**src/tetris_params.svh**
```systemverilog
`ifndef TETRIS_PARAMS_SVH
`define TETRIS_PARAMS_SVH

// Widths of a 4x4 shape mask and a sprite index.
`define BLOCK_W 16
`define SPRITE_W 6

// Host keycodes that map to commands.
`define KEY_SPACE  8'h2C
`define KEY_PAUSE  8'h13
`define KEY_RESUME 8'h18
`define KEY_TAB    8'h2B
`define KEY_ESC    8'h29

// Tetromino masks, row 0 in the top nibble.
`define SHAPE_0 16'h00F0
`define SHAPE_1 16'h0660
`define SHAPE_2 16'h0E40
`define SHAPE_3 16'h06C0
`define SHAPE_4 16'h0C60
`define SHAPE_5 16'h08E0
`define SHAPE_6 16'h02E0

// Piece LFSR start value.
`define LFSR_SEED 8'h01

`endif

```
**src/tetrisPkg.sv**
```systemverilog
package tetrisPkg;

	// Game FSM states, one 3-bit word.
	typedef enum logic [2:0]
	{
		Wait,
		Drop,
		DropNoReset,
		Falling,
		Hold,
		Bottom,
		PauseState,
		EndScreen
	} gameStateT;

	// Single-cycle commands from the key decoder.
	typedef enum logic [2:0]
	{
		CmdNone,
		CmdStart,
		CmdPause,
		CmdResume,
		CmdHold,
		CmdEscape
	} gameCmdT;

endpackage

```
**src/keyDecoder.sv**
```systemverilog
`include "tetris_params.svh"

module keyDecoder
	import tetrisPkg::*;
(
	input  logic       Clk,
	input  logic       rstN,
	input  logic       keyReq,
	input  logic [7:0] keyCode,
	output logic       keyAck,
	output gameCmdT    cmd
);

	logic accept;

	// Keycode to command map, unknown codes give no command.
	function automatic gameCmdT mapKey(input logic [7:0] code);
		gameCmdT result;
		begin
			case (code)
				`KEY_SPACE:  result = CmdStart;
				`KEY_PAUSE:  result = CmdPause;
				`KEY_RESUME: result = CmdResume;
				`KEY_TAB:    result = CmdHold;
				`KEY_ESC:    result = CmdEscape;
				default:     result = CmdNone;
			endcase
			return result;
		end
	endfunction

	// New request seen while idle.
	assign accept = keyReq && !keyAck;

	// keyAck doubles as the responder state: low is idle, high waits for the drop.
	always_ff @(posedge Clk or negedge rstN)
	begin
		if (!rstN)
		begin
			keyAck <= 1'b0;
		end
		else if (accept)
		begin
			keyAck <= 1'b1;
		end
		else if (keyAck && !keyReq)
		begin
			keyAck <= 1'b0;
		end
	end

	// Code is captured once per transaction, so a held request pulses only once.
	always_ff @(posedge Clk or negedge rstN)
	begin
		if (!rstN)
		begin
			cmd <= CmdNone;
		end
		else if (accept)
		begin
			cmd <= mapKey(keyCode);
		end
		else
		begin
			cmd <= CmdNone;
		end
	end

endmodule

```
**src/pieceGenerator.sv**
```systemverilog
`include "tetris_params.svh"

module pieceGenerator
	import tetrisPkg::*;
(
	input  logic                 Clk,
	input  logic                 rstN,
	input  logic                 pickPiece,
	output logic [`BLOCK_W-1:0]  pickShape,
	output logic [`SPRITE_W-1:0] pickSprite
);

	logic [7:0] lfsr;
	logic       feedback;
	logic [2:0] pieceId;

	// x^8+x^6+x^5+x^4+1, Fibonacci form.
	assign feedback = lfsr[7] ^ lfsr[5] ^ lfsr[4] ^ lfsr[3];

	// The LFSR steps every cycle, so a held pick yields a new piece each cycle.
	always_ff @(posedge Clk or negedge rstN)
	begin
		if (!rstN)
		begin
			lfsr <= `LFSR_SEED;
		end
		else
		begin
			lfsr <= {lfsr[6:0], feedback};
		end
	end

	assign pieceId = 3'(lfsr % 8'd7);

	always_comb
	begin
		case (pieceId)
			3'd0:    pickShape = `SHAPE_0;
			3'd1:    pickShape = `SHAPE_1;
			3'd2:    pickShape = `SHAPE_2;
			3'd3:    pickShape = `SHAPE_3;
			3'd4:    pickShape = `SHAPE_4;
			3'd5:    pickShape = `SHAPE_5;
			default: pickShape = `SHAPE_6;
		endcase
	end

	// Eight sprites per shape.
	assign pickSprite = {pieceId, 3'b000};

endmodule

```
**src/gameControl.sv**
```systemverilog
`include "tetris_params.svh"

module gameControl
	import tetrisPkg::*;
(
	input  logic                 Clk,
	input  logic                 rstN,
	input  gameCmdT              cmd,
	input  logic                 hitBottom,
	input  logic                 endGame,
	input  logic [`BLOCK_W-1:0]  pickShape,
	input  logic [`SPRITE_W-1:0] pickSprite,
	output logic                 pickPiece,
	output gameStateT            state,
	output logic [`BLOCK_W-1:0]  curShape,
	output logic [`SPRITE_W-1:0] curSprite,
	output logic [`BLOCK_W-1:0]  nextShape,
	output logic [`SPRITE_W-1:0] nextSprite,
	output logic [`BLOCK_W-1:0]  holdShape,
	output logic [`SPRITE_W-1:0] holdSprite,
	output logic                 resetBlocks,
	output logic                 paused,
	output logic [2:0]           screen
);

	gameStateT            stateNxt;
	logic                 canHold;
	logic                 canHoldNxt;
	logic                 resetBlocksNxt;
	logic                 holdEmpty;
	logic [`BLOCK_W-1:0]  curShapeNxt;
	logic [`BLOCK_W-1:0]  nextShapeNxt;
	logic [`BLOCK_W-1:0]  holdShapeNxt;
	logic [`SPRITE_W-1:0] curSpriteNxt;
	logic [`SPRITE_W-1:0] nextSpriteNxt;
	logic [`SPRITE_W-1:0] holdSpriteNxt;

	// Shape masks are never zero, so a zero mask means nothing is held.
	assign holdEmpty = (holdShape == '0);

	always_comb
	begin
		stateNxt = state;
		case (state)
			Wait:
				if (cmd == CmdStart)
					stateNxt = Drop;
			Drop, DropNoReset:
				stateNxt = Falling;
			Falling:
			begin
				if (hitBottom)
					stateNxt = Bottom;
				else if (cmd == CmdPause)
					stateNxt = PauseState;
				else if (cmd == CmdHold && canHold)
					stateNxt = Hold;
				else if (cmd == CmdEscape)
					stateNxt = Wait;
			end
			Hold:
				stateNxt = DropNoReset;
			Bottom:
				stateNxt = endGame ? EndScreen : Drop;
			PauseState:
				if (cmd == CmdResume)
					stateNxt = Falling;
			EndScreen:
				if (cmd == CmdEscape)
					stateNxt = Wait;
			default:
				stateNxt = Wait;
		endcase
	end

	// Piece queue and hold slot.
	always_comb
	begin
		pickPiece     = 1'b0;
		canHoldNxt    = canHold;
		curShapeNxt   = curShape;
		curSpriteNxt  = curSprite;
		nextShapeNxt  = nextShape;
		nextSpriteNxt = nextSprite;
		holdShapeNxt  = holdShape;
		holdSpriteNxt = holdSprite;
		case (state)
			Wait:
			begin
				pickPiece     = 1'b1;
				nextShapeNxt  = pickShape;
				nextSpriteNxt = pickSprite;
			end
			Drop:
			begin
				pickPiece     = 1'b1;
				curShapeNxt   = nextShape;
				curSpriteNxt  = nextSprite;
				nextShapeNxt  = pickShape;
				nextSpriteNxt = pickSprite;
			end
			Hold:
			begin
				canHoldNxt    = 1'b0;
				holdShapeNxt  = curShape;
				holdSpriteNxt = curSprite;
				if (holdEmpty)
				begin
					pickPiece     = 1'b1;
					curShapeNxt   = nextShape;
					curSpriteNxt  = nextSprite;
					nextShapeNxt  = pickShape;
					nextSpriteNxt = pickSprite;
				end
				else
				begin
					curShapeNxt  = holdShape;
					curSpriteNxt = holdSprite;
				end
			end
			Bottom:
				canHoldNxt = 1'b1;
			default:
			begin
			end
		endcase
	end

	// Playfield respawns after these states.
	assign resetBlocksNxt = (state == Wait) || (state == Drop) ||
		(state == DropNoReset) || (state == EndScreen);

	always_ff @(posedge Clk or negedge rstN)
	begin
		if (!rstN)
		begin
			state       <= Wait;
			canHold     <= 1'b1;
			resetBlocks <= 1'b0;
			curShape    <= '0;
			curSprite   <= '0;
			nextShape   <= '0;
			nextSprite  <= '0;
			holdShape   <= '0;
			holdSprite  <= '0;
		end
		else
		begin
			state       <= stateNxt;
			canHold     <= canHoldNxt;
			resetBlocks <= resetBlocksNxt;
			curShape    <= curShapeNxt;
			curSprite   <= curSpriteNxt;
			nextShape   <= nextShapeNxt;
			nextSprite  <= nextSpriteNxt;
			holdShape   <= holdShapeNxt;
			holdSprite  <= holdSpriteNxt;
		end
	end

	// Screen select: 2 title, 1 pause, 3 end, 0 play.
	always_comb
	begin
		case (state)
			Wait:       screen = 3'd2;
			PauseState: screen = 3'd1;
			EndScreen:  screen = 3'd3;
			default:    screen = 3'd0;
		endcase
	end

	assign paused = (state == Wait) || (state == PauseState) || (state == EndScreen);

endmodule

```
**src/gameStats.sv**
```systemverilog
module gameStats
	import tetrisPkg::*;
(
	input  logic       Clk,
	input  logic       rstN,
	input  gameStateT  state,
	output logic [11:0] piecesPlaced,
	output logic [7:0]  holdsUsed
);

	// One landing per Bottom cycle.
	always_ff @(posedge Clk or negedge rstN)
	begin
		if (!rstN)
		begin
			piecesPlaced <= '0;
		end
		else if (state == Wait)
		begin
			piecesPlaced <= '0;
		end
		else if (state == Bottom && piecesPlaced != '1)
		begin
			piecesPlaced <= piecesPlaced + 12'd1;
		end
	end

	// One swap per Hold cycle, saturating.
	always_ff @(posedge Clk or negedge rstN)
	begin
		if (!rstN)
		begin
			holdsUsed <= '0;
		end
		else if (state == Wait)
		begin
			holdsUsed <= '0;
		end
		else if (state == Hold && holdsUsed != '1)
		begin
			holdsUsed <= holdsUsed + 8'd1;
		end
	end

endmodule

```
**src/tetrisTop.sv**
```systemverilog
`include "tetris_params.svh"

module tetrisTop
	import tetrisPkg::*;
(
	input  logic                 Clk,
	input  logic                 rstN,
	input  logic                 keyReq,
	input  logic [7:0]           keyCode,
	input  logic                 hitBottom,
	input  logic                 endGame,
	output logic                 keyAck,
	output logic [`BLOCK_W-1:0]  curShape,
	output logic [`SPRITE_W-1:0] curSprite,
	output logic [`BLOCK_W-1:0]  nextShape,
	output logic [`SPRITE_W-1:0] nextSprite,
	output logic [`BLOCK_W-1:0]  holdShape,
	output logic [`SPRITE_W-1:0] holdSprite,
	output logic                 resetBlocks,
	output logic                 paused,
	output logic [2:0]           screen,
	output logic [11:0]          piecesPlaced,
	output logic [7:0]           holdsUsed
);

	gameCmdT              cmd;
	gameStateT            state;
	logic                 pickPiece;
	logic [`BLOCK_W-1:0]  pickShape;
	logic [`SPRITE_W-1:0] pickSprite;

	keyDecoder keyDecoder
	(
		.Clk     (Clk),
		.rstN    (rstN),
		.keyReq  (keyReq),
		.keyCode (keyCode),
		.keyAck  (keyAck),
		.cmd     (cmd)
	);

	pieceGenerator pieceGenerator
	(
		.Clk        (Clk),
		.rstN       (rstN),
		.pickPiece  (pickPiece),
		.pickShape  (pickShape),
		.pickSprite (pickSprite)
	);

	gameControl gameControl
	(
		.Clk         (Clk),
		.rstN        (rstN),
		.cmd         (cmd),
		.hitBottom   (hitBottom),
		.endGame     (endGame),
		.pickShape   (pickShape),
		.pickSprite  (pickSprite),
		.pickPiece   (pickPiece),
		.state       (state),
		.curShape    (curShape),
		.curSprite   (curSprite),
		.nextShape   (nextShape),
		.nextSprite  (nextSprite),
		.holdShape   (holdShape),
		.holdSprite  (holdSprite),
		.resetBlocks (resetBlocks),
		.paused      (paused),
		.screen      (screen)
	);

	gameStats gameStats
	(
		.Clk          (Clk),
		.rstN         (rstN),
		.state        (state),
		.piecesPlaced (piecesPlaced),
		.holdsUsed    (holdsUsed)
	);

endmodule

```
**config.mk**
```make
export PLATFORM = sky130hd
export DESIGN_NAME = tetrisTop
export DESIGN_NICKNAME = d
export VERILOG_FILES = /design/src/tetrisPkg.sv /design/src/keyDecoder.sv /design/src/pieceGenerator.sv /design/src/gameControl.sv /design/src/gameStats.sv /design/src/tetrisTop.sv
export VERILOG_INCLUDE_DIRS = /design/src
export SDC_FILE = /design/constraint.sdc
export NUM_CORES = 1
export LEC_CHECK = 0
export BUFFER_PORTS_ARGS = -buffer_cell sky130_fd_sc_hd__buf_2
export CAP_MARGIN = 20
export CORE_ASPECT_RATIO = 1.5
export CORE_UTILIZATION = 46
export CTS_BUF_LIST = sky130_fd_sc_hd__clkbuf_4 sky130_fd_sc_hd__clkbuf_8
export DETAILED_ROUTE_END_ITERATION = 10
export PLACE_DENSITY = 0.84
export SLEW_MARGIN = 20
export SYNTH_ARGS = -nofsm -noshare
export SYNTH_HDL_FRONTEND = slang
export SYNTH_SLANG_ARGS = --single-unit
```
**constraint.sdc**
```tcl
create_clock -name Clk -period 4.3 [get_ports Clk]
set_clock_uncertainty 0.05 [all_clocks]
set_input_delay 0.86 -clock Clk [delete_from_list [all_inputs] [get_ports Clk]]
set_output_delay 0.86 -clock Clk [all_outputs]
set_load 0.005 [all_outputs]
```
# ---- Word level (Yosys, flattened, before mapping)
# Cells that the tools add are included.
dict set report totals {
  elab_cells 99
  ff_bits 103
  output_inout_bits 92
}
dict set report classes {
  reduce_logical 25
  div 1
  addsub 2
  muxes 27
  bitwise 3
  eq_ne 27
}
# op count
set ops {}
lappend ops {{one-hot mux 12 bit (6 select lines)} 1}
lappend ops {{one-hot mux 16 bit (2 select lines)} 2}
lappend ops {{two-way mux 16 bit} 2}
lappend ops {{equality test 3 bit (second input constant)} 8}
lappend ops {{equality test 8 x 6 -> 1 bit (second input constant)} 3}
lappend ops {{two-way mux 12 bit} 2}
lappend ops {{two-way mux 3 bit} 8}
lappend ops {{one-hot mux 6 bit (2 select lines)} 2}
lappend ops {{one-hot mux 3 bit (7 select lines)} 1}
lappend ops {{equality test 3 x 2 -> 1 bit (second input constant)} 6}
lappend ops {{equality test 8 x 5 -> 1 bit (second input constant)} 2}
lappend ops {{logical NOT 16 bit} 1}
lappend ops {{two-way mux 8 bit} 2}
lappend ops {{one-hot mux 3 bit (5 select lines)} 1}
lappend ops {{adder 12 x 1 -> 12 bit (second input constant)} 1}
lappend ops {{two-way mux 6 bit} 2}
lappend ops {{!= test 12 bit (second input constant)} 1}
lappend ops {{nonzero test 2 bit} 6}
lappend ops {{equality test 3 x 1 -> 1 bit (second input constant)} 3}
lappend ops {{adder 8 x 1 -> 8 bit (second input constant)} 1}
lappend ops {{remainder unit 8 x 3 -> 8 bit (second input constant)} 1}
lappend ops {{!= test 8 bit (second input constant)} 1}
lappend ops {{logical NOT 3 bit} 2}
lappend ops {{!= test 2 x 1 -> 1 bit (second input constant)} 3}
lappend ops {{9 further kinds} 23}

# ---- Longest topological paths before layout
# Gate-level depths: netlist of the first run.
dict set report logic_depth {
  depth_word 6
  mapped_depth 21
  ltp_nobuf 19
}

# ---- By module
# Synthesis of the first run repeated with hierarchy kept, for this count alone.
dict set report unflattened {
  cells_unflattened 599
  hier_area_um2 5729.2
}
# module cells_per_inst seq_area_each_um2 area_each_um2 instances
set modules_own_cells {}
lappend modules_own_cells {gameControl 295 1778.0 3078.0 1}
lappend modules_own_cells {pieceGenerator 157 201.4 1247.4 1}
lappend modules_own_cells {gameStats 129 500.5 1174.9 1}
lappend modules_own_cells {keyDecoder 18 100.1 229.0 1}

# ---- Worst setup path after synthesis of the first run
# No wires, ideal clock.
dict set report synth_timing {
  kind {flip-flop to flip-flop}
  startpoint {register pieceGenerator.lfsr[5]}
  endpoint {register gameControl.nextShape[7]}
  arrival_time_ns 4.414
  setup_slack_ns -0.314
  required_ns 4.101
  setup_ns 0.149
  path_stages_with_launch 20
  path_cell_list {dfrtp_1 ha_1 buf_6 or4b_1 o22ai_1 o21ai_0 mux2i_1 nand2_1 a211o_1 o21ai_0 ha_1 inv_1 o31ai_2 a211oi_2 mux2_4 ha_1 buf_2 or4_1 a311oi_1 a211oi_1}
}
dict set report synth_between {
  elab_chain_len 5
  word_cells_on_any_way 10
  cone_classes {div (1); eq/ne (5); mux (3); reduce/logical (1)}
}
# element line
set synth_rtl {}
lappend synth_rtl {{start: declaration} pieceGenerator.sv:13} ;# logic [7:0] lfsr;
lappend synth_rtl {{start signal: assignment} pieceGenerator.sv:25} ;# lfsr <= `LFSR_SEED;
lappend synth_rtl {{start signal: assignment} pieceGenerator.sv:29} ;# lfsr <= {lfsr[6:0], feedback};
lappend synth_rtl {{remainder unit 8 x 3 -> 8 bit (*)} pieceGenerator.sv:33} ;# assign pieceId = 3'(lfsr % 8'd7);
lappend synth_rtl {{equality test 3 bit, or another cell as far along} pieceGenerator.sv:37} ;# case (pieceId)
lappend synth_rtl {{one-hot mux 12 bit (6 select lines) (*)} pieceGenerator.sv:37}
lappend synth_rtl {{two-way mux 16 bit} gameControl.sv:107} ;# if (holdEmpty)
lappend synth_rtl {{one-hot mux 16 bit (2 select lines) (*)} gameControl.sv:87} ;# case (state)
lappend synth_rtl {{end signal: assignment} gameControl.sv:154} ;# nextShape <= nextShapeNxt;
lappend synth_rtl {{end: declaration} gameControl.sv:17} ;# output logic [`BLOCK_W-1:0] nextShape,
# Every way passes the cells marked *; elsewhere a longest branch is shown, timed or not. The select of a mux whose other input is x is not followed.
# A chain may end at the register's enable or synchronous reset.

# ---- Worst setup path in the final report of the first run
# Ends and elaborated chain as after synthesis.

==> results of run 1 <==
## sequential cells by signal, indices dropped and copies added (netlist names), 6 cells and up
name                    count
gameStats.holdsUsed         8
gameStats.piecesPlaced     12
pieceGenerator.lfsr         8
gameControl.curShape       16
gameControl.nextShape       7
gameControl.holdSprite      6
gameControl.curSprite       6
gameControl.holdShape      16
## worst max-delay path by stage
stage,cells after the start,to,slack (ns)
final,17,gameControl.nextShape[7],-0.09
after global routing,17,gameControl.nextShape[7],-0.23
after CTS,17,gameControl.nextShape[7],0.01
after detailed placement,17,gameControl.nextShape[7],-0.06
after global placement,17,gameControl.nextShape[7],0.09
after floorplan,19,gameControl.nextShape[7],-0.08
## report_power, final
group / switching (mW) / leakage [nW] / total [mW] / internal [mW]
logic: 0.323 / 1.53 / 0.631 / 0.308
registers: 0.186 / 1.17 / 1.20 / 1.02
clock network: 0.317 / 0.0969 / 0.598 / 0.280
total: 0.827 / 2.80 / 2.43 / 1.61
## per-layer routing
metal	global-route usage (%)	vias up	wire, microns
li1	-	2057	-
met4	8.87	0	251
met5	0	-	0
met1	22.0	2142	4810
met3	3.89	25	527
met2	38.1	146	6480
## worst reg2reg max path: stages (launching register included)
cell	delay, ns
dfrtp_1	0.43
ha_4	0.28
or4b_4	0.51
o22ai_4	0.14
o21ai_2	0.10
mux2i_2	0.20
nand2_2	0.09
a211o_1	0.34
o21ai_4	0.09
ha_2	0.21
inv_2	0.05
o31ai_4	0.28
a211oi_2	0.09
mux2_4	0.31
ha_4	0.19
or4_4	0.49
a311oi_2	0.33
a211oi_2	0.06
## synth_stat cells (6+ instances only)
cell	count
dfrtp_1	89
nand2_1	63
nor2_1	51
mux2_2	25
o21ai_0	21
a31oi_1	20
buf_4	15
clkbuf_1	15
xor2_1	15
nand3_1	13
a21oi_1	12
a22o_1	12
nand2b_1	9
inv_1	8
nand4_1	8
and3_1	7
ha_1	6
or3_1	6
## layout make-up
class	count	area, sq um	share of cell area, %
Multi-Input combinational cell	391	2690	44.4
Sequential cell	91	2280	37.6
Timing Repair Buffer	119	669	11.0
Tap cell	144	180	2.97
Clock buffer	10	131	2.17
Clock inverter	6	71.3	1.18
Inverter	10	37.5	0.619
## timing repair
action / CTS / global route
hold buffers: 0 / 0
pin swaps: 2 / 16
setup buffers: 3 / 8
gates resized for setup: 2 / 16
gates cloned: 0 / 0
setup endpoints to repair: 3 / 8
## cells in the final DEF, fill, tap and decap left out, types with 15 or more instances in the layout
cell and count:
buf_2 91, dfrtp_1 89, nand2_1 62, nor2_1 50, buf_4 27, mux2_2 25, a31oi_1 20, o21ai_0 18
xor2_1 15
## through the flow
stage	total power [mW]	instances
floorplan	1.57	533
global placement	1.80	743
detailed placement	1.85	744
CTS	2.45	763
global route	2.58	771
finish	2.43	771
## logic make-up (layout without fill, tap and decap cells)
logic type / count (synthesis) / in the layout / share of synthesized area, %
AND/OR/NAND/NOR: 200 / 200 / 19.5
AO/OA/AOI/OAI: 120 / 120 / 17.8
flip-flops: 91 / 91 / 44.7
buffers and inverters: 51 / 145 / 5.86
multiplexers: 31 / 31 / 6.89
XOR/XNOR: 20 / 20 / 3.43
adder cells (fa/ha/maj): 7 / 7 / 1.67
other: 1 / 13 / 0.0735
==> metrics.csv, run 1 <==
stage,metric,value,unit
floorplanning,die area,11500,sq um
sta,# setup viols final,3,
sta,worst-margin pin slew,0.927,ns
sta,period utilization,102,%
place,DP Worst Slack,-0.0601,ns
route,Iter 0 DRT Violations,303,
setup_path,crit path max fanout,7,
run_status,run status,"complete, but fails checks",
yosys,"Avg Cell Area, Syn",9.79,sq um
floorplanning,Top Ports,105,
sta,RSZ-0062 raised after global routing,true,
power_and_ir_drop,Max VDD drop,0.000182,V
sta,Max-slew headroom,38.2,%
setup_path,path depth of the worst reg2reg path,17,
yosys,synth unique cells,90,
run_status,failing checks,setup timing,
yosys,"top cells by area, synth","dfrtp_1, mux2_2, nand2_1",
setup_path,critical-path cell list,ha_4 -> or4b_4 -> o22ai_4 -> o21ai_2 -> mux2i_2 -> nand2_2 -> a211o_1 -> o21ai_4 -> ha_2 -> inv_2 -> o31ai_4 -> a211oi_2 -> mux2_4 -> ha_4 -> or4_4 -> a311oi_2 -> a211oi_2,
route,Initial DRT Pass Iterations,5,
sta,final worst slack,-0.0946,ns
yosys,"FF+latch count, synth",91,
yosys,Post-synth EDFFs,0,
clock_network,clk slew on worst S/H paths,0.10,ns
route,DR DRC count,0,
route,vias per cell,5.67,
clock_network,"Clk Latency, worst-skew pair",0.37,ns
setup_path,critical path required time,4.46,ns
sta,Hold Slack,0.454,ns
power_and_ir_drop,Power per Cell Area,401,nW/um^2
floorplanning,core area,10700,sq um
global_route,GRT Util Overall,20.4,%
cells_and_area,Ant. Diodes,0,
clock_network,Clock Sinks,91,
route,Post-Route WL,12.1,mm
sta,Hold Fails Final Rpt,0,
yosys,area fraction of the dominant cell type after synthesis,43.7,%
setup_path,Buf/Inv on CP,1,
floorplanning,site row count,46,
min_path,hold path endpoint,gameControl.canHold,
global_route,antenna violations before repair,0,
cells_and_area,P&R area growth vs syn,18.8,%
route,drt wl/cell,15.6,microns
clock_network,root buffer cell,clkbuf_8,
route,total number of vias,4370,
yosys,"Cell Area, Synth",5100,sq um
clock_network,CTS tree,built,
setup_path,Critical-path top delay cell,or4b_4,
min_path,path type of the worst min-delay path,reg2reg,
setup_path,worst r2r dst,gameControl.nextShape[7],
yosys,synthesized netlist cell count,521,
run,max_cap viols,0,
clock_network,H-tree depth,3,
power_and_ir_drop,Leakage,2.80,nW
setup_path,"setup slack, reg-to-reg",-0.09,ns
cells_and_area,share of layout cells above drive strength 1,34.3,%
setup_path,type of the worst setup path,reg2reg,
place,Detailed Place HPWL,8.59,mm
yosys,Main synth FF type,dfrtp_1,
cells_and_area,Util after Layout,56.6,%
setup_path,CP max stage delay,0.51,ns
global_route,GRT overflow,0,
global_route,largest net degree at the start of global routing,76,
yosys,YS warnings,0,
sta,setup_tns,-0.121,ns
floorplanning,Die H,131,microns
global_route,vias in the first global route,4091,
route,antenna-violating nets left,0,
min_path,worst hold path stage count,2,
yosys,Post-synth ARST share,100,%
yosys,sequential-to-total area share from yosys stat,44.7,%
setup_path,critical path arrival,4.55,ns
cells_and_area,post-route cell area,6060,sq um
floorplanning,DIE WIDTH,88.0,microns
sta,fin crit period,4.39,ns
place,Final Wtd Congestion,0.849,
setup_path,cell family with most CP delay,compound AO/OA/AOI/OAI gates,
sta,final max-slew violation count,0,
yosys,Synth area leader,dfrtp_1,
setup_path,reg2reg start,pieceGenerator.lfsr[5],
place,Placed Instance Area,5680,sq um
clock_network,CTS Buf Count,9,
place,Port Buffers,91,
cells_and_area,Final #Nets,641,
setup_path,Critical path origin,pieceGenerator.lfsr[5],
floorplanning,Initial Util,47.7,%
min_path,hold path start,gameControl.canHold,
cells_and_area,fillers,898,
global_route,first-pass GRT wire length,18.6,mm
setup_path,Worst setup EP type,flip-flop,
clock_network,clk buf depth,2,
setup_path,Critical Path Start Type,flip-flop,
sta,fmax,228,MHz
Note: power is estimated with default switching activity, not from simulation.
==> inputs of run 2 (changes only) <==
Settings changed: GPL_TIMING_DRIVEN from default to 0.
Clock period 4.3 ns to 3.95 ns, I/O delays scaled along.
==> run 2 against run 1 <==
  * The flow still finishes with violations (setup timing)
  * Utilization grew 4.2 points
  * Flip-flop and latch count is the same
  * Cell area grew 7.5%
  * Worst hold slack lost 0.15 ns
  * Die area is the same
  * Critical path depth is the same
  * Sequential power grew 5%
  * Critical path type unchanged
  * Largest cell class unchanged
==> metrics.csv, run 2 (same netlist as run 1, synthesis figures left out) <==
stage,metric,value,unit
floorplanning,Initial Util,47.7,%
global_route,antenna violations before repair,0,
floorplanning,DIE WIDTH,88.0,microns
place,Port Buffers,91,
clock_network,H-tree depth,3,
setup_path,"setup slack, reg-to-reg",-0.40,ns
cells_and_area,Ant. Diodes,0,
power_and_ir_drop,cell-internal power,1.78,mW
place,Placed Instance Area,5870,sq um
sta,Hold Fails Final Rpt,0,
clock_network,CTS Buf Count,9,
clock_network,clk buf depth,2,
setup_path,critical path required time,4.10,ns
route,vias per cell,5.56,
power_and_ir_drop,Sw Share,33.8,%
power_and_ir_drop,Max VDD drop,0.000218,V
route,Initial DRT Pass Iterations,5,
sta,fmax,230,MHz
clock_network,"Clk Latency, worst-skew pair",0.37,ns
floorplanning,site row count,46,
power_and_ir_drop,Reg power frac,47.1,%
run_status,failing checks,setup timing,
route,total number of vias,4548,
cells_and_area,Final #Nets,689,
setup_path,Critical path origin,pieceGenerator.lfsr[5],
place,Detailed Place HPWL,8.95,mm
route,Iter 0 DRT Violations,317,
power_and_ir_drop,Leakage,3.03,nW
floorplanning,core area,10700,sq um
global_route,GRT Util Overall,22.1,%
clock_network,root buffer cell,clkbuf_8,
place,Final Wtd Congestion,0.886,
power_and_ir_drop,Logic pwr share,28.9,%
sta,worst-margin pin slew,0.836,ns
cells_and_area,P&R area growth vs syn,27.7,%
setup_path,worst r2r dst,gameControl.nextShape[7],
route,drt wl/cell,15.6,microns
sta,period utilization,110,%
setup_path,Setup crit end,gameControl.nextShape[7],
clock_network,clk slew on worst S/H paths,0.10,ns
cells_and_area,"commonest non-fill, non-tap cell in the layout",buf_2,
setup_path,reg2reg start,pieceGenerator.lfsr[5],
clock_network,CTS tree,built,
setup_path,Critical Path Start Type,flip-flop,
cells_and_area,Largest regs,"gameControl.curShape (16), gameControl.holdShape (16), gameStats.piecesPlaced (12)",
run,max_cap viols,0,
setup_path,critical path arrival,4.50,ns
sta,# setup viols final,9,
min_path,path type of the worst min-delay path,in2async,
run_status,run status,"complete, but fails checks",
cells_and_area,fillers,857,
setup_path,crit path max fanout,7,
floorplanning,Top Ports,105,
cells_and_area,"commonest non-fill, non-tap cells in the layout","buf_2, dfrtp_1, nand2_1",
global_route,GRT overflow,0,
power_and_ir_drop,Power per Cell Area,412,nW/um^2
sta,RSZ-0062 raised after global routing,true,
sta,Max-slew headroom,44.0,%
cells_and_area,share of layout cells above drive strength 1,38.6,%
sta,setup_tns,-2.13,ns
route,Post-Route WL,12.7,mm
global_route,first-pass GRT wire length,20.0,mm
setup_path,type of the worst setup path,reg2reg,
power_and_ir_drop,Switch Pwr,0.907,mW
setup_path,path depth of the worst reg2reg path,17,
floorplanning,die area,11500,sq um
power_and_ir_drop,clock share of power,24.1,%
sta,final max-slew violation count,0,
sta,fin crit period,4.35,ns
setup_path,Worst setup EP type,flip-flop,
clock_network,Clock Sinks,91,
floorplanning,Die H,131,microns
sta,final worst slack,-0.404,ns
global_route,vias in the first global route,4306,
route,antenna-violating nets left,0,
route,DR DRC count,0,
cells_and_area,post-route cell area,6520,sq um
global_route,largest net degree at the start of global routing,60,
-- run 2: metrics by stage --
stage	power, mW	std cells	setup WS, ns	hold WS, ns	utilization [%]
final	2.68	818	-0.404	0.307	60.9
after global routing	2.85	818	-0.527	0.331	60.9
after global placement	1.99	768	-0.888	0.380	54.5
after CTS	2.68	813	-0.368	0.322	59.4
after detailed placement	2.04	769	-0.899	0.386	54.8
after floorplan	1.71	533	-0.426	0.346	-
-- run 2: cell type report --
class / instances / area (sq um) / area share [%]
Inverter: 10 / 37.5 / 0.576
Sequential cell: 91 / 2280 / 35.1
Clock inverter: 5 / 62.6 / 0.960
Multi-Input combinational cell: 391 / 2780 / 42.7
Buffer: 38 / 249 / 3.82
Timing Repair Buffer: 129 / 782 / 12.0
Tap cell: 144 / 180 / 2.77
Clock buffer: 10 / 138 / 2.11
-- run 2: repair_timing --
item | CTS | global route
buffers inserted | 31 | 7
resized for setup | 24 | 25
endpoints found under the setup margin | 9 | 9
hold endpoints to repair | 0 | 0
hold buffers | 0 | 0
pin swaps | 25 | 25
-- run 2: power by group through the flow --
stage               clock [mW]  combinational (mW)  sequential [mW]
global route             0.696               0.871             1.28
finish                   0.646               0.775             1.26
floorplan                    0               0.444             1.26
CTS                      0.655               0.771             1.26
global placement             0               0.732             1.26
detailed placement           0               0.765             1.28
-- run 2: routing by layer --
layer	vias up	part of all wire, %	track usage [%]
met5	-	0	0
met4	0	1.9	9.26
met3	25	3.8	3.45
met2	134	56	41.5
met1	2217	38	24.2
li1	2172	-	-
-- run 2: worst max-delay path, stage by stage, from the launching register on --
cell and delay [ns]:
dfrtp_2 0.41, buf_6 0.10, or3b_1 0.33, or4_4 0.55
buf_6 0.15, a21oi_4 0.14, o21ai_2 0.09, buf_4 0.14
buf_4 0.14, a221oi_4 0.35, o31ai_4 0.13, buf_4 0.14
nand2b_4 0.14, mux2_4 0.31, ha_4 0.21, or4_4 0.48
a311oi_2 0.24, a211oi_2 0.09
-- run 2: worst min path at each step --
stage | end | slack, ns | cells after the start
2_1_floorplan | pieceGenerator.lfsr[4] | 0.35 | 0
3_3_place_gp | pieceGenerator.lfsr[7] | 0.38 | 0
3_5_place_dp | pieceGenerator.lfsr[1] | 0.39 | 0
4_1_cts | gameStats.holdsUsed[6] | 0.32 | 1
5_1_grt | gameStats.holdsUsed[6] | 0.33 | 1
6_report | gameStats.holdsUsed[4] | 0.31 | 1
==> inputs of run 3 (changes only) <==
Settings changed: CORE_ASPECT_RATIO 1.5 to 2, PLACE_DENSITY 0.84 to 0.83, SLEW_MARGIN 20 to 30, SYNTH_HIERARCHICAL from default to 1.
==> run 3 against run 2 <==
  * Utilization decreased by 4.8 points
  * Maximum frequency increased by 13%
  * Critical endpoint is now gameControl/nextShape[11]
  * Global-route usage grew 1.9 points
  * Power increased by 16%
  * Die area up 12%
  * Synthesized cell count up 15%
  * Sequential share of layout area up 2.9 points
  * Flip-flop and latch count rose by 12
  * The run now ends clean
==> metrics.csv, run 3 <==
stage,metric,value,unit
yosys,synth unique cells,83,
power_and_ir_drop,cell-internal power,2.06,mW
route,Iter 0 DRT Violations,295,
clock_network,H-tree depth,3,
cells_and_area,share of layout cells above drive strength 1,25.8,%
setup_path,worst r2r dst,gameControl/nextShape[11],
sta,fin crit period,3.85,ns
place,Placed Instance Area,6500,sq um
yosys,YS warnings,6,
setup_path,"setup slack, reg-to-reg",0.10,ns
route,antenna-violating nets left,0,
power_and_ir_drop,clock share of power,23.6,%
place,Final Wtd Congestion,0.923,
setup_path,critical path required time,4.15,ns
sta,worst-margin pin slew,0.602,ns
clock_network,Clock Sinks,103,
yosys,synthesized netlist cell count,599,
route,drt wl/cell,17.0,microns
cells_and_area,fillers,1063,
power_and_ir_drop,Power per Cell Area,457,nW/um^2
place,Detailed Place HPWL,11.4,mm
setup_path,type of the worst setup path,reg2reg,
cells_and_area,register area,2580,sq um
yosys,Post-synth ARST share,100,%
global_route,GRT Util Overall,24.0,%
floorplanning,Top Ports,105,
yosys,Post-synth EDFFs,0,
yosys,Synth area leader,dfrtp_1,
sta,period utilization,97.3,%
floorplanning,site row count,57,
run,max_cap viols,0,
floorplanning,Initial Util,47.3,%
yosys,most frequent cell after synthesis,nand2_1,
global_route,GRT overflow,0,
route,DR DRC count,0,
floorplanning,DIE WIDTH,80.9,microns
clock_network,CTS tree,built,
cells_and_area,Util after Layout,56.1,%
yosys,"top cells by area, synth","dfrtp_1, nand2_1, mux2_1",
yosys,"FF+latch count, synth",103,
sta,final max-slew violation count,0,
sta,fmax,260,MHz
yosys,Main synth FF type,dfrtp_1,
cells_and_area,post-route cell area,6800,sq um
setup_path,critical path arrival,4.05,ns
yosys,"Avg Cell Area, Syn",9.56,sq um
route,Initial DRT Pass Iterations,5,
yosys,area fraction of the dominant cell type after synthesis,44.1,%
global_route,first-pass GRT wire length,24.1,mm
route,vias per cell,5.90,
min_path,path type of the worst min-delay path,in2async,
global_route,antenna violations before repair,0,
sta,# setup viols final,0,
power_and_ir_drop,Max VDD drop,0.000301,V
cells_and_area,multi-input logic area,2840,sq um
route,total number of vias,5183,
route,Post-Route WL,15.0,mm
power_and_ir_drop,Logic pwr share,29.3,%
clock_network,CTS Buf Count,9,
clock_network,# hold bufs at CTS,0,
setup_path,crit path max fanout,10,
cells_and_area,P&R area growth vs syn,18.7,%
yosys,"Cell Area, Synth",5730,sq um
floorplanning,die area,12900,sq um
setup_path,reg2reg start,pieceGenerator/lfsr[6],
sta,Hold Fails Final Rpt,0,
sta,Max-slew headroom,59.3,%
setup_path,Worst setup EP type,flip-flop,
cells_and_area,Ant. Diodes,0,
clock_network,root buffer cell,clkbuf_8,
cells_and_area,Largest regs,"gameControl/curShape (16), gameControl/holdShape (16), gameControl/nextShape (16)",
floorplanning,core area,12100,sq um
clock_network,clk buf depth,2,
place,Port Buffers,103,
run_status,run status,"complete, no violations",
power_and_ir_drop,Switch Pwr,1.05,mW
cells_and_area,"commonest non-fill, non-tap cell in the layout",nand2_1,
yosys,synth cell count leaders,"nand2_1, dfrtp_1, a21oi_1",
floorplanning,Die H,160,microns
power_and_ir_drop,Leakage,3.30,nW
cells_and_area,Final #Nets,746,
yosys,sequential-to-total area share from yosys stat,45.0,%
power_and_ir_drop,Reg power frac,47.1,%
setup_path,path depth of the worst reg2reg path,17,
setup_path,Critical Path Start Type,flip-flop,
cells_and_area,"commonest non-fill, non-tap cells in the layout","nand2_1, buf_2, dfrtp_1",
power_and_ir_drop,Sw Share,33.8,%
global_route,largest net degree at the start of global routing,68,
clock_network,clk slew on worst S/H paths,0.10,ns
clock_network,"Clk Latency, worst-skew pair",0.37,ns
global_route,vias in the first global route,5021,
run 3: changes by cell type after synthesis, sizes merged, moves of 9 or more:
| cell | delta |
|---|---|
| a21oi | +9 |
| nor2 | -29 |
| buf | +13 |
| a22oi | +15 |
| dfrtp | +12 |
| a22o | -11 |
| xor2 | -13 |
| nand2 | +52 |
| a31oi | -15 |
run 3: area by class of cell:
type / instances / area share [%]
inverters: 17 / 0.939
clock inverters: 5 / 1.20
multi-input cells: 441 / 41.8
flip-flops and latches: 103 / 37.9
clock buffers: 10 / 2.02
well taps: 147 / 2.71
repair buffers: 110 / 8.74
plain buffers: 46 / 4.62
run 3: cell families after synthesis:
logic type      after synthesis  share of synthesized area (%)
xor+xnor                     10                           1.53
other cells                   3                          0.197
flops                       103                           45.0
mux                          27                           5.46
compound gates              148                           18.6
fa+ha+maj                     5                           1.09
buf+inv                      66                           6.70
simple gates                237                           21.4
run 3: worst max-delay path by stage:
stage                           start                        end  slack, ns  depth (start not counted)
3_5_place_dp   pieceGenerator/lfsr[5]  gameControl/nextShape[11]      -0.58                         18
2_1_floorplan  pieceGenerator/lfsr[5]  gameControl/nextShape[11]       0.02                         19
5_1_grt        pieceGenerator/lfsr[5]  gameControl/nextShape[10]      -0.05                         16
3_3_place_gp   pieceGenerator/lfsr[6]  gameControl/nextShape[11]      -0.55                         19
6_report       pieceGenerator/lfsr[6]  gameControl/nextShape[11]       0.10                         17
4_1_cts        pieceGenerator/lfsr[5]  gameControl/nextShape[10]      0.004                         19
run 3: what timing repair did:
item | CTS | global route
gates cloned | 0 | 0
endpoints found under the setup margin | 9 | 5
pin swaps | 3 | 6
gates resized for setup | 5 | 5
setup buffers | 3 | 3
run 3: metal layers:
metal  track usage [%]  vias to the layer above  wire (microns)
met5                 0                        -               0
met4              14.8                        0             860
met3              4.57                       54             775
met2              43.2                      201            8060
met1              24.1                     2527            5280
li1                  -                     2401               -
run 3: stage by stage:
step	TNS, ns	power, mW	hold slack, ns	setup slack (ns)	std cells
final	0	3.11	0.246	0.105	879
after global routing	-0.100	3.29	0.256	-0.0508	879
after CTS	0	3.13	0.240	0.00380	878
after detailed placement	-2.24	2.39	0.314	-0.580	861
after global placement	-1.96	2.35	0.303	-0.554	860
after floorplan	0	1.96	0.299	0.0164	610
run 3: power by group through the flow:
stage          sequential [mW]  clock (mW)  combinational (mW)
3_5_place_dp              1.48           0               0.907
2_1_floorplan             1.46           0               0.506
3_3_place_gp              1.48           0               0.873
5_1_grt                   1.49       0.795                1.01
6_report                  1.47       0.735               0.910
4_1_cts                   1.46       0.751               0.915
run 3: worst max-delay path: stages (launching register included):
cell and delay (ns):
dfrtp_1 0.39, buf_4 0.17, buf_4 0.18, nor3b_1 0.14, o211ai_1 0.20, o2111a_1 0.27
inv_1 0.10, ha_4 0.19, o311a_1 0.13, a221oi_2 0.26, nand2_1 0.14, mux2i_4 0.22
ha_4 0.21, inv_1 0.12, xnor2_1 0.17, nor3b_1 0.15, a311o_1 0.36, mux2_1 0.30
